### config.mk
export PLATFORM = sky130hd
export DESIGN_NAME = dma_ep_top
export DESIGN_NICKNAME = d
export VERILOG_FILES = /design/src/dma_pkg.sv /design/src/sync_fifo.sv /design/src/ctrl_regs.sv /design/src/adc_packer.sv /design/src/tx_engine.sv /design/src/dma_ep_top.sv
export SDC_FILE = /design/constraint.sdc
export NUM_CORES = 2
export LEC_CHECK = 0
export ABC_AREA = 1
export ABC_CLOCK_PERIOD_IN_PS = 8750
export BUFFER_PORTS_ARGS = -buffer_cell sky130_fd_sc_hd__buf_2
export CAP_MARGIN = 30
export CELL_PAD_IN_SITES_DETAIL_PLACEMENT = 1
export CELL_PAD_IN_SITES_GLOBAL_PLACEMENT = 1
export CORE_MARGIN = 5
export CORE_UTILIZATION = 25
export CTS_CLUSTER_DIAMETER = 80
export DETAILED_ROUTE_END_ITERATION = 16
export MAX_ROUTING_LAYER = met4
export PLACE_DENSITY_LB_ADDON = 0.1
export SYNTH_ARGS = -nofsm -noshare
export SYNTH_HDL_FRONTEND = slang
export SYNTH_SLANG_ARGS = --single-unit
### constraint.sdc
create_clock -name clk -period 8.75 [get_ports clk]
set_input_delay 0.4375 -clock clk [delete_from_list [all_inputs] [get_ports clk]]
set_output_delay 0.4375 -clock clk [all_outputs]
set_load 0.02 [all_outputs]
### src/dma_pkg.sv
// Shared widths, register map, FIFO depths and packed types for the ADC DMA endpoint
package dma_pkg;

    // --------------------------------------------------
    // Widths and depths
    // --------------------------------------------------
    localparam int DATA_W            = 32;
    localparam int ADC_W             = 12;
    localparam int ADC_MODE_W        = 2;
    localparam int REG_ADDR_W        = 2;
    localparam int ADDR_FIFO_DEPTH   = 16;
    localparam int SAMPLE_FIFO_DEPTH = 64;
    localparam int SAMPLE_CNT_W      = $clog2(SAMPLE_FIFO_DEPTH + 1);
    localparam int PKT_LEN_W         = 6;      // Packet length is field + 1

    typedef logic [DATA_W-1:0]     data_word_t;
    typedef logic [DATA_W-1:0]     buf_addr_t;
    typedef logic [REG_ADDR_W-1:0] reg_addr_t;

    // --------------------------------------------------
    // Register map and bit positions
    // --------------------------------------------------
    localparam reg_addr_t REG_CTRL     = 2'd0;
    localparam reg_addr_t REG_BUF_POST = 2'd1;
    localparam reg_addr_t REG_BUF_RET  = 2'd2;
    localparam reg_addr_t REG_STATUS   = 2'd3;

    localparam int CTRL_ENABLE_BIT   = 0;
    localparam int CTRL_PKT_LEN_LSB  = 8;
    localparam int CTRL_ADC_MODE_LSB = 28;
    localparam int CTRL_FLUSH_BIT    = 31;     // Self-clearing, never stored

    localparam int STAT_FREE_EMPTY = 0;
    localparam int STAT_FREE_FULL  = 1;
    localparam int STAT_RET_EMPTY  = 2;
    localparam int STAT_RET_FULL   = 3;
    localparam int STAT_OVERFLOW   = 4;

    // --------------------------------------------------
    // Packed bundles
    // --------------------------------------------------
    typedef struct packed {
        logic       wr;                        // Write strobe
        logic       rd;                        // Read strobe
        reg_addr_t  addr;
        data_word_t wdata;
    } reg_req_t;

    typedef struct packed {
        logic                 enable;
        logic [PKT_LEN_W-1:0] pkt_len;
    } ctrl_cfg_t;

    typedef struct packed {
        logic       sof;                       // Header beat
        logic       eof;                       // Last data beat
        data_word_t data;
    } tx_beat_t;

endpackage

### src/sync_fifo.sv
// First-word-fall-through synchronous FIFO with flush and fill count
`timescale 1ns/1ns

module sync_fifo #(
    parameter int  DEPTH     = 16,
    parameter type payload_t = dma_pkg::data_word_t
) (
    input  logic                         clk,
    input  logic                         rst_n,
    input  logic                         flush_i,
    input  logic                         push_i,
    input  payload_t                     wdata_i,
    input  logic                         pop_i,
    output payload_t                     rdata_o,
    output logic                         empty_o,
    output logic                         full_o,
    output logic [$clog2(DEPTH+1)-1:0]   count_o
);

    payload_t                   mem [DEPTH];
    logic [$clog2(DEPTH)-1:0]   wr_ptr;
    logic [$clog2(DEPTH)-1:0]   rd_ptr;
    logic                       do_push;
    logic                       do_pop;

    assign do_push = push_i && !full_o;        // Full FIFO drops the word
    assign do_pop  = pop_i && !empty_o;

    assign empty_o = (count_o == '0);
    assign full_o  = (count_o == DEPTH);
    assign rdata_o = mem[rd_ptr];              // Head word visible at once

    always_ff @(posedge clk) begin
        if (!rst_n || flush_i) begin
            wr_ptr  <= '0;
            rd_ptr  <= '0;
            count_o <= '0;
        end else begin
            if (do_push) begin
                wr_ptr <= wr_ptr + 1'b1;       // Wraps, depth is a power of two
            end
            if (do_pop) begin
                rd_ptr <= rd_ptr + 1'b1;
            end
            case ({do_push, do_pop})
                2'b10:   count_o <= count_o + 1'b1;
                2'b01:   count_o <= count_o - 1'b1;
                default: count_o <= count_o;
            endcase
        end
    end

    // Storage array
    always_ff @(posedge clk) begin
        if (do_push) begin
            mem[wr_ptr] <= wdata_i;
        end
    end

endmodule

### src/ctrl_regs.sv
// Host register block with control, buffer post, buffer return and status registers
`timescale 1ns/1ns

module ctrl_regs (
    input  logic                              clk,
    input  logic                              rst_n,
    input  dma_pkg::reg_req_t                 req_i,
    output dma_pkg::data_word_t               rdata_o,
    output dma_pkg::ctrl_cfg_t                cfg_o,
    output logic [dma_pkg::ADC_MODE_W-1:0]    adc_mode_o,
    output logic                              flush_o,
    output logic                              post_push_o,
    output dma_pkg::buf_addr_t                post_addr_o,
    output logic                              ret_pop_o,
    input  dma_pkg::buf_addr_t                ret_addr_i,
    input  logic                              free_empty_i,
    input  logic                              free_full_i,
    input  logic                              ret_empty_i,
    input  logic                              ret_full_i,
    input  logic                              overflow_i
);

    dma_pkg::data_word_t ctrl_q;
    dma_pkg::data_word_t status_w;
    logic                ctrl_wr;

    // --------------------------------------------------
    // Write decode
    // --------------------------------------------------
    assign ctrl_wr     = req_i.wr && (req_i.addr == dma_pkg::REG_CTRL);
    assign post_push_o = req_i.wr && (req_i.addr == dma_pkg::REG_BUF_POST) && !free_full_i;
    assign post_addr_o = req_i.wdata;
    assign ret_pop_o   = req_i.rd && (req_i.addr == dma_pkg::REG_BUF_RET) && !ret_empty_i;

    assign cfg_o.enable  = ctrl_q[dma_pkg::CTRL_ENABLE_BIT];
    assign cfg_o.pkt_len = ctrl_q[dma_pkg::CTRL_PKT_LEN_LSB +: dma_pkg::PKT_LEN_W];
    assign adc_mode_o    = ctrl_q[dma_pkg::CTRL_ADC_MODE_LSB +: dma_pkg::ADC_MODE_W];

    always_comb begin
        status_w = '0;
        status_w[dma_pkg::STAT_FREE_EMPTY] = free_empty_i;
        status_w[dma_pkg::STAT_FREE_FULL]  = free_full_i;
        status_w[dma_pkg::STAT_RET_EMPTY]  = ret_empty_i;
        status_w[dma_pkg::STAT_RET_FULL]   = ret_full_i;
        status_w[dma_pkg::STAT_OVERFLOW]   = overflow_i;
    end

    // --------------------------------------------------
    // Registers and read path
    // --------------------------------------------------
    always_ff @(posedge clk) begin
        if (!rst_n) begin
            ctrl_q  <= '0;
            flush_o <= 1'b0;
            rdata_o <= '0;
        end else begin
            flush_o <= 1'b0;                                 // One-cycle pulse
            if (ctrl_wr) begin
                ctrl_q <= req_i.wdata;
                ctrl_q[dma_pkg::CTRL_FLUSH_BIT] <= 1'b0;
                flush_o <= req_i.wdata[dma_pkg::CTRL_FLUSH_BIT];
            end
            if (req_i.rd) begin
                case (req_i.addr)
                    dma_pkg::REG_CTRL:    rdata_o <= ctrl_q;
                    dma_pkg::REG_BUF_RET: rdata_o <= ret_empty_i ? '0 : ret_addr_i;
                    dma_pkg::REG_STATUS:  rdata_o <= status_w;
                    default:              rdata_o <= '0;     // Post register is write-only
                endcase
            end
        end
    end

endmodule

### src/adc_packer.sv
// ADC sample capture and packing into 32-bit sample words
`timescale 1ns/1ns

module adc_packer (
    input  logic                          clk,
    input  logic                          rst_n,
    input  logic                          enable_i,
    input  logic                          adc_strobe_i,
    input  logic [dma_pkg::ADC_W-1:0]     adc1_i,
    input  logic [dma_pkg::ADC_W-1:0]     adc2_i,
    input  logic                          fifo_full_i,
    input  logic                          flush_i,
    output logic                          push_o,
    output dma_pkg::data_word_t           word_o,
    output logic                          overflow_o
);

    dma_pkg::data_word_t packed_w;
    logic                pend_q;

    always_comb begin
        packed_w = '0;
        packed_w[dma_pkg::ADC_W-1:0] = adc1_i;                   // Channel 1 low half
        packed_w[dma_pkg::DATA_W/2 +: dma_pkg::ADC_W] = adc2_i;  // Channel 2 high half
    end

    assign push_o = pend_q && !fifo_full_i;

    always_ff @(posedge clk) begin
        if (!rst_n || flush_i) begin
            pend_q     <= 1'b0;
            overflow_o <= 1'b0;
        end else begin
            pend_q <= adc_strobe_i && enable_i;
            if (pend_q && fifo_full_i) begin
                overflow_o <= 1'b1;                          // Sticky until flush
            end
        end
    end

    always_ff @(posedge clk) begin
        if (adc_strobe_i) begin
            word_o <= packed_w;
        end
    end

endmodule

### src/tx_engine.sv
// Transmit FSM sending header and data beats and retiring used buffer addresses
`timescale 1ns/1ns

module tx_engine (
    input  logic                               clk,
    input  logic                               rst_n,
    input  dma_pkg::ctrl_cfg_t                 cfg_i,
    input  logic                               free_empty_i,
    input  dma_pkg::buf_addr_t                 free_addr_i,
    output logic                               free_pop_o,
    input  logic [dma_pkg::SAMPLE_CNT_W-1:0]   sample_count_i,
    input  dma_pkg::data_word_t                sample_word_i,
    output logic                               sample_pop_o,
    input  logic                               ret_full_i,
    output logic                               ret_push_o,
    output dma_pkg::buf_addr_t                 ret_addr_o,
    output dma_pkg::tx_beat_t                  tx_beat_o,
    output logic                               tx_valid_o,
    input  logic                               tx_ready_i
);

    typedef enum logic [1:0] {
        ST_IDLE,
        ST_HEADER,
        ST_DATA,
        ST_RETIRE
    } state_t;

    state_t                          state_q;
    logic [dma_pkg::PKT_LEN_W-1:0]   beats_left_q;
    dma_pkg::buf_addr_t              addr_q;
    logic                            start;

    // Whole packet of samples must be queued, return FIFO needs a free slot
    assign start = (state_q == ST_IDLE) && cfg_i.enable && !free_empty_i && !ret_full_i
                   && (sample_count_i > dma_pkg::SAMPLE_CNT_W'(cfg_i.pkt_len));

    assign free_pop_o = start;
    assign ret_push_o = (state_q == ST_RETIRE);
    assign ret_addr_o = addr_q;

    // --------------------------------------------------
    // Beat generation
    // --------------------------------------------------
    always_comb begin
        tx_beat_o    = '0;
        tx_valid_o   = 1'b0;
        sample_pop_o = 1'b0;
        case (state_q)
            ST_HEADER: begin
                tx_valid_o     = 1'b1;
                tx_beat_o.sof  = 1'b1;
                tx_beat_o.data = addr_q;                     // Header carries buffer address
            end
            ST_DATA: begin
                tx_valid_o     = 1'b1;
                tx_beat_o.eof  = (beats_left_q == '0);
                tx_beat_o.data = sample_word_i;              // FIFO head, stable until popped
                sample_pop_o   = tx_ready_i;
            end
            default: begin
                tx_valid_o = 1'b0;
            end
        endcase
    end

    // --------------------------------------------------
    // State and beat counter
    // --------------------------------------------------
    always_ff @(posedge clk) begin
        if (!rst_n) begin
            state_q      <= ST_IDLE;
            beats_left_q <= '0;
        end else begin
            case (state_q)
                ST_IDLE: begin
                    if (start) begin
                        state_q      <= ST_HEADER;
                        beats_left_q <= cfg_i.pkt_len;       // Length frozen for the packet
                    end
                end
                ST_HEADER: begin
                    if (tx_ready_i) begin
                        state_q <= ST_DATA;
                    end
                end
                ST_DATA: begin
                    if (tx_ready_i) begin
                        if (beats_left_q == '0) begin
                            state_q <= ST_RETIRE;
                        end else begin
                            beats_left_q <= beats_left_q - 1'b1;
                        end
                    end
                end
                default: state_q <= ST_IDLE;                 // Retire lasts one cycle
            endcase
        end
    end

    always_ff @(posedge clk) begin
        if (start) begin
            addr_q <= free_addr_i;                           // Held until retire
        end
    end

endmodule

### src/dma_ep_top.sv
// Top level of the ADC DMA endpoint with register block, packer, engine and FIFOs
`timescale 1ns/1ns

module dma_ep_top (
    input  logic                              clk,
    input  logic                              rst_n,
    input  dma_pkg::reg_req_t                 reg_req_i,
    output dma_pkg::data_word_t               reg_rdata_o,
    input  logic                              adc_strobe_i,
    input  logic [dma_pkg::ADC_W-1:0]         adc1_i,
    input  logic [dma_pkg::ADC_W-1:0]         adc2_i,
    output logic [dma_pkg::ADC_MODE_W-1:0]    adc_mode_o,
    output dma_pkg::tx_beat_t                 tx_beat_o,
    output logic                              tx_valid_o,
    input  logic                              tx_ready_i
);

    dma_pkg::ctrl_cfg_t                cfg;
    logic                              flush;
    logic                              overflow;
    // Free address FIFO
    logic                              post_push;
    dma_pkg::buf_addr_t                post_addr;
    logic                              free_pop;
    dma_pkg::buf_addr_t                free_addr;
    logic                              free_empty;
    logic                              free_full;
    // Return address FIFO
    logic                              ret_push;
    dma_pkg::buf_addr_t                ret_push_addr;
    logic                              ret_pop;
    dma_pkg::buf_addr_t                ret_addr;
    logic                              ret_empty;
    logic                              ret_full;
    // Sample FIFO
    logic                              sample_push;
    dma_pkg::data_word_t               sample_wdata;
    logic                              sample_pop;
    dma_pkg::data_word_t               sample_word;
    logic                              sample_full;
    logic [dma_pkg::SAMPLE_CNT_W-1:0]  sample_count;

    ctrl_regs regs_i (
        .clk, .rst_n, .req_i(reg_req_i), .rdata_o(reg_rdata_o), .cfg_o(cfg),
        .adc_mode_o, .flush_o(flush), .post_push_o(post_push), .post_addr_o(post_addr),
        .ret_pop_o(ret_pop), .ret_addr_i(ret_addr), .free_empty_i(free_empty),
        .free_full_i(free_full), .ret_empty_i(ret_empty), .ret_full_i(ret_full),
        .overflow_i(overflow)
    );

    adc_packer packer_i (
        .clk, .rst_n, .enable_i(cfg.enable), .adc_strobe_i, .adc1_i, .adc2_i,
        .fifo_full_i(sample_full), .flush_i(flush), .push_o(sample_push),
        .word_o(sample_wdata), .overflow_o(overflow)
    );

    sync_fifo #(.DEPTH(dma_pkg::ADDR_FIFO_DEPTH), .payload_t(dma_pkg::buf_addr_t)) free_fifo_i (
        .clk, .rst_n, .flush_i(flush), .push_i(post_push), .wdata_i(post_addr),
        .pop_i(free_pop), .rdata_o(free_addr), .empty_o(free_empty), .full_o(free_full),
        .count_o()
    );

    sync_fifo #(.DEPTH(dma_pkg::ADDR_FIFO_DEPTH), .payload_t(dma_pkg::buf_addr_t)) ret_fifo_i (
        .clk, .rst_n, .flush_i(flush), .push_i(ret_push), .wdata_i(ret_push_addr),
        .pop_i(ret_pop), .rdata_o(ret_addr), .empty_o(ret_empty), .full_o(ret_full),
        .count_o()
    );

    sync_fifo #(.DEPTH(dma_pkg::SAMPLE_FIFO_DEPTH), .payload_t(dma_pkg::data_word_t)) smp_fifo_i (
        .clk, .rst_n, .flush_i(flush), .push_i(sample_push), .wdata_i(sample_wdata),
        .pop_i(sample_pop), .rdata_o(sample_word), .empty_o(), .full_o(sample_full),
        .count_o(sample_count)
    );

    tx_engine engine_i (
        .clk, .rst_n, .cfg_i(cfg), .free_empty_i(free_empty), .free_addr_i(free_addr),
        .free_pop_o(free_pop), .sample_count_i(sample_count), .sample_word_i(sample_word),
        .sample_pop_o(sample_pop), .ret_full_i(ret_full), .ret_push_o(ret_push),
        .ret_addr_o(ret_push_addr), .tx_beat_o, .tx_valid_o, .tx_ready_i
    );

endmodule

Word level (Yosys, flattened, before mapping)
Memories as Yosys holds them, arrays and structs flattened. A register that Yosys moved wholly into a read port is not among the register bits.
Cells that the tools add are included.
Word-level totals
  bits in registers: 143
  memory bits (writable): 2560
  input port bits: 64
  output and inout port bits: 69
  logic and storage cells: 123
  memories: 3
Memory list
  smp_fifo_i.mem: words 64, width 24, rd ports 1, clocked after memory_dff 1, wr ports 1, line sync_fifo.sv:20  | payload_t mem [DEPTH];
  free_fifo_i.mem: words 16, width 32, rd ports 1, clocked after memory_dff 1, wr ports 1, line sync_fifo.sv:20
  ret_fifo_i.mem: words 16, width 32, rd ports 1, clocked after memory_dff 1, wr ports 1, line sync_fifo.sv:20
Operators by class
  $add $sub $neg: 13
  magnitude comparators: 1
  equal/unequal tests: 20
  muxes and demuxes: 29
  reduce and logical (&&, ||, !) cells: 40
Operators with widths (count)
  case mux 32 bit (3 select lines): 1
  case mux 32 bit (2 select lines): 1
  two-way mux 32 bit: 1
  two-way mux 6 bit: 5
  case mux 5 bit (2 select lines): 2
  logical AND 1 bit: 18
  adder 4 x 1 -> 4 bit (second input constant): 4
  equality test 2 bit (second input constant): 7
  case mux 7 bit (2 select lines): 1
  adder 6 x 1 -> 6 bit (second input constant): 2
  case mux 6 bit (2 select lines): 1
  adder 5 x 1 -> 5 bit (second input constant): 2
  equality test 2 x 1 -> 1 bit (second input constant): 5
  equality test 5 bit (second input constant): 2
  zero test 5 bit: 2
  two-way mux 1 bit: 10
  subtractor 5 x 1 -> 5 bit (second input constant): 2
  two-way mux 2 bit: 4
  two-way mux 4 bit: 2
  inequality test 2 bit (second input constant): 4
  AND reduction 4 bit: 2
  nonzero test 2 bit: 4
  adder 7 x 1 -> 7 bit (second input constant): 1
  equality test 7 bit (second input constant): 1
  other kinds (12): 19

Depth between registers and ports, before layout
  depth after elaboration: 8
  depth in mapped cells: 19
  depth with buffers taken out: 19

Modules after synthesis
From an unflattened synthesis, not the netlist that was laid out.
Second synthesis, totals
  cell total of the unflattened synthesis: 10618
  area, all modules: 132590.9 sq um
Modules (own cells, without submodules)
  sync_fifo at smp_fifo_i: times used 1, cells each 6913, area each 83348.7 sq um, sequential area each 61999.5 sq um
  sync_fifo at free_fifo_i: times used 1, cells each 1484, area each 21569.4 sq um, sequential area each 15715.1 sq um
  sync_fifo at ret_fifo_i: times used 1, cells each 1482, area each 21563.2 sq um, sequential area each 15715.1 sq um
  ctrl_regs: times used 1, cells each 421, area each 3006.6 sq um, sequential area each 1281.2 sq um
  tx_engine: times used 1, cells each 274, area each 2239.6 sq um, sequential area each 1121.1 sq um
  adc_packer: times used 1, cells each 44, area each 863.3 sq um, sequential area each 760.7 sq um

Least setup slack after synthesis
OpenSTA, ideal clock, no wires.
  path type: register to register
  start: register smp_fifo_i.wr_ptr[4]
  end: memory smp_fifo_i.mem[7][0] (netlist name) (enable)
  setup time: 466 ps
  arrival: 3011 ps
  required time: 8284 ps
  path slack: 5273 ps
  stages on the path, launching flop included: 4
  path buffers: 0
  clock period less this slack: 3477 ps
  path through: dfxtp_1 > nor2_1 > nand2_1 > nor4_1
RTL lines
  start, declared: line sync_fifo.sv:21  | logic [$clog2(DEPTH)-1:0] wr_ptr;
  start signal, assigned: line sync_fifo.sv:40  | wr_ptr <= wr_ptr + 1'b1;
  end, declared: line sync_fifo.sv:20
Straight into the memory's write port.

==> impl_results.md <==
- Clk pin slew, worst setup/hold paths: 60 ps
- Core Region: 441000 µm²
- RSZ-0062 raised after global routing: false
- # fillers: 47.7k
- Cell Area, Placed: 118000 µm²
- Commonest non-fill, non-tap cell in the layout: edfxtp_1
- Setup TNS: 0 ps
- First-pass GRT wire length: 584000 µm
- Top FF cell, synth: edfxtp_1
- Final Hold Violating Endpoints: 0
- Clock root buffer: clkbuf_16
- 1st-iter DRT viols: 5368
- # port buffers: 132
- Clock Skew: 40.9 ps
- Synth async-reset ratio: 0
- Total number of H-tree levels: 5
- Final Core Density: 0.293
- Final clock period utilization by the worst path: 0.614
- Kind of critical path: flop to output port
- Total Routed Length: 415000 µm
- Slew HR: 0.279
- Fraction of layout cells with a size suffix above 1: 0.0958
- GPL Wtd Cong: 0.764
- Largest net degree at the start of global routing: 154
- Pre-antenna DRT Iters: 5
- Worst VDD drop: 129 µV
- Initial antenna violation count: 44
- Io pins: 133
- Final worst slack: 3380 ps
- Worst Max-Slew Pin Slew: 1080 ps
- Synth Instances: 9012
- Tmin final: 5370 ps
- Startpoint types: flop
- CP required: 8310 ps
- Post-Syn Nets: 9118
- Die area: 455000 µm²
- Max-cap violations: 0
- DRC viols: 0
- Synthesis-to-layout area growth: 17.0%
- DR WL/cell: 27.0 µm
- PostCTS Resize Cnt: 0
- Chip Height: 675 µm
- Peak Freq: 0.186 GHz
- Post-route insts no fill: 15.4k
- Pleak: 43.5 nW
- CP max FO: 72
- Worst skew pair latency: 930 ps
- Register area share after synthesis: 0.734
- CTS tree: yes
- PwrDens: 228 nW/µm²
- Fin area: 129000 µm²
- Max-slew violation count: 0
- Num rows: 244
- Post-synth EDFFs: 2616
- Setup bufs post-CTS: 0
- Synth Warn #: 0
- Die X-Extent: 675 µm
- Vias in the first global route: 75.1k
- CP arrival: 4930 ps
- Most frequent cells in the layout: edfxtp_1, nand2_1, nand3_1
- Initial Utilization: 0.251
- Grt ovf: 0
- Via count: 72.7k
- HP Class: input port to flop
- Vias per cell: 4.73
- Nets: 9292
- Status: complete, no violations
- CTS buffer count: 331
- Worst setup EP type: output port
- Post-synthesis average cell area: 12.3 µm²
- Final setup vio count: 0
- Final ANT Viol Nets: 0
- Placed Cells: 14.7k
- Pre-CTS WS: 4260 ps
- #FFs+latches synth: 2745
- CTS Hold Bufs: 59
- Clock sinks: 2745
- Synthesized area: 110000 µm²
- Gr usage total: 0.183
- Detailed Place HPWL: 229000 µm
- Clock Tree Buf Depth: 4
- Number of distinct library cells after synthesis: 43
area by class of cell:
cell class | count | area, µm² | area share
repair buffers | 413 | 3600 | 0.0278
flip-flops and latches | 2745 | 81200 | 0.628
well taps | 5904 | 7390 | 0.0572
diodes | 27 | 67.6 | 0.000523
inverters | 123 | 509 | 0.00394
clock buffers | 431 | 8830 | 0.0683
clock inverters | 158 | 1290 | 0.0100
multi-input cells | 5572 | 26400 | 0.204
report_power, final:
part           internal (mW)  leakage, nW  switching [mW]  total (mW)
registers               14.5         24.6          0.0807        14.6
logic                  0.388         13.9            1.29        1.68
clock network           7.60         4.92            5.60        13.2
total                   22.5         43.5            6.97        29.4
final timing paths:
| check | slack [ps] | depth (start not counted) | from | endpoint |
|---|---|---|---|---|
| worst min-delay path | 100 | 5 | tx_ready_i | engine_i.state_q[0] |
| worst min register to register | 470 | 2 | regs_i.rdata_o[1] | regs_i.rdata_o[1] |
| worst max-delay path | 3380 | 12 | flop | tx_beat_o[25] |
| worst max register to register | 5190 | 17 | ret_fifo_i.count_o[1] | ret_fifo_i.count_o[4] |
kinds of logic (layout without fill, tap and decap cells):
group / count (synthesis) / in the layout / synth area share
simple gates: 4556 / 4556 / 0.172
flops: 2745 / 2745 / 0.734
other cells: 0 / 27 / 0
mux: 93 / 93 / 0.00843
compound gates: 869 / 869 / 0.0465
fa+ha+maj: 42 / 42 / 0.00496
buf+inv: 695 / 1125 / 0.0332
xor+xnor: 12 / 12 / 0.000951
synth_stat cells, drive strengths merged (4+ instances only):
master	count	area share
nor2	693	0.024
nand3	1424	0.065
edfxtp	2616	0.71
o22ai	46	0.0026
nand4	15	0.00085
a211oi	6	0.00041
inv	121	0.0042
nor3	6	0.00027
dfxtp	129	0.023
o221ai	93	0.0074
o21ai	486	0.022
a21oi	110	0.0050
ha	39	0.0044
buf	377	0.022
clkbuf	195	0.0066
a31oi	5	0.00028
nand2	2414	0.082
o32ai	35	0.0028
mux2i	93	0.0084
xnor2	8	0.00063
xor2	4	0.00032
o211ai	83	0.0056
state kept, by name, summed over array words and instances, names as in the netlist, named ones only:
register and flops:
engine_i.beats_left_q 6, engine_i.ret_addr_o 32, engine_i.state_q 2, free_fifo_i.count_o 5, free_fifo_i.mem 512, free_fifo_i.rd_ptr 4
free_fifo_i.wr_ptr 4, packer_i.overflow_o 1, packer_i.pend_q 1, packer_i.word_o 24, regs_i.ctrl_q 31, regs_i.flush_o 1
regs_i.rdata_o 32, ret_fifo_i.count_o 5, ret_fifo_i.mem 512, ret_fifo_i.rd_ptr 4, ret_fifo_i.wr_ptr 4, smp_fifo_i.count_o 7
smp_fifo_i.mem 1536, smp_fifo_i.rd_ptr 6, smp_fifo_i.wr_ptr 6
through the flow:
step / hold slack (ps) / total power [mW]
2_1_floorplan: 430 / 15.7
3_3_place_gp: 456 / 16.5
3_5_place_dp: 466 / 16.5
4_1_cts: 7.43 / 29.9
5_1_grt: 103 / 30.6
6_report: 100 / 29.4
per-layer routing:
metal  part of all wire  global-route usage  up-vias
li1                   -                   -    32700
met1               0.48               0.256    38300
met2               0.46               0.288     1283
met3              0.033              0.0179      471
met4              0.021              0.0391        0
met5                  0                   -        -
critical path: stages (launching register included):
cell	delay (ps)
dfxtp_4	640
buf_4	560
buf_12	380
nand3_1	150
nand3_1	120
nand2_1	70
nand2_1	110
nand3_1	420
nand2_1	220
nand2_1	80
nand3_1	510
nand2_1	210
buf_2	220
(Power assumes the default switching activity.)
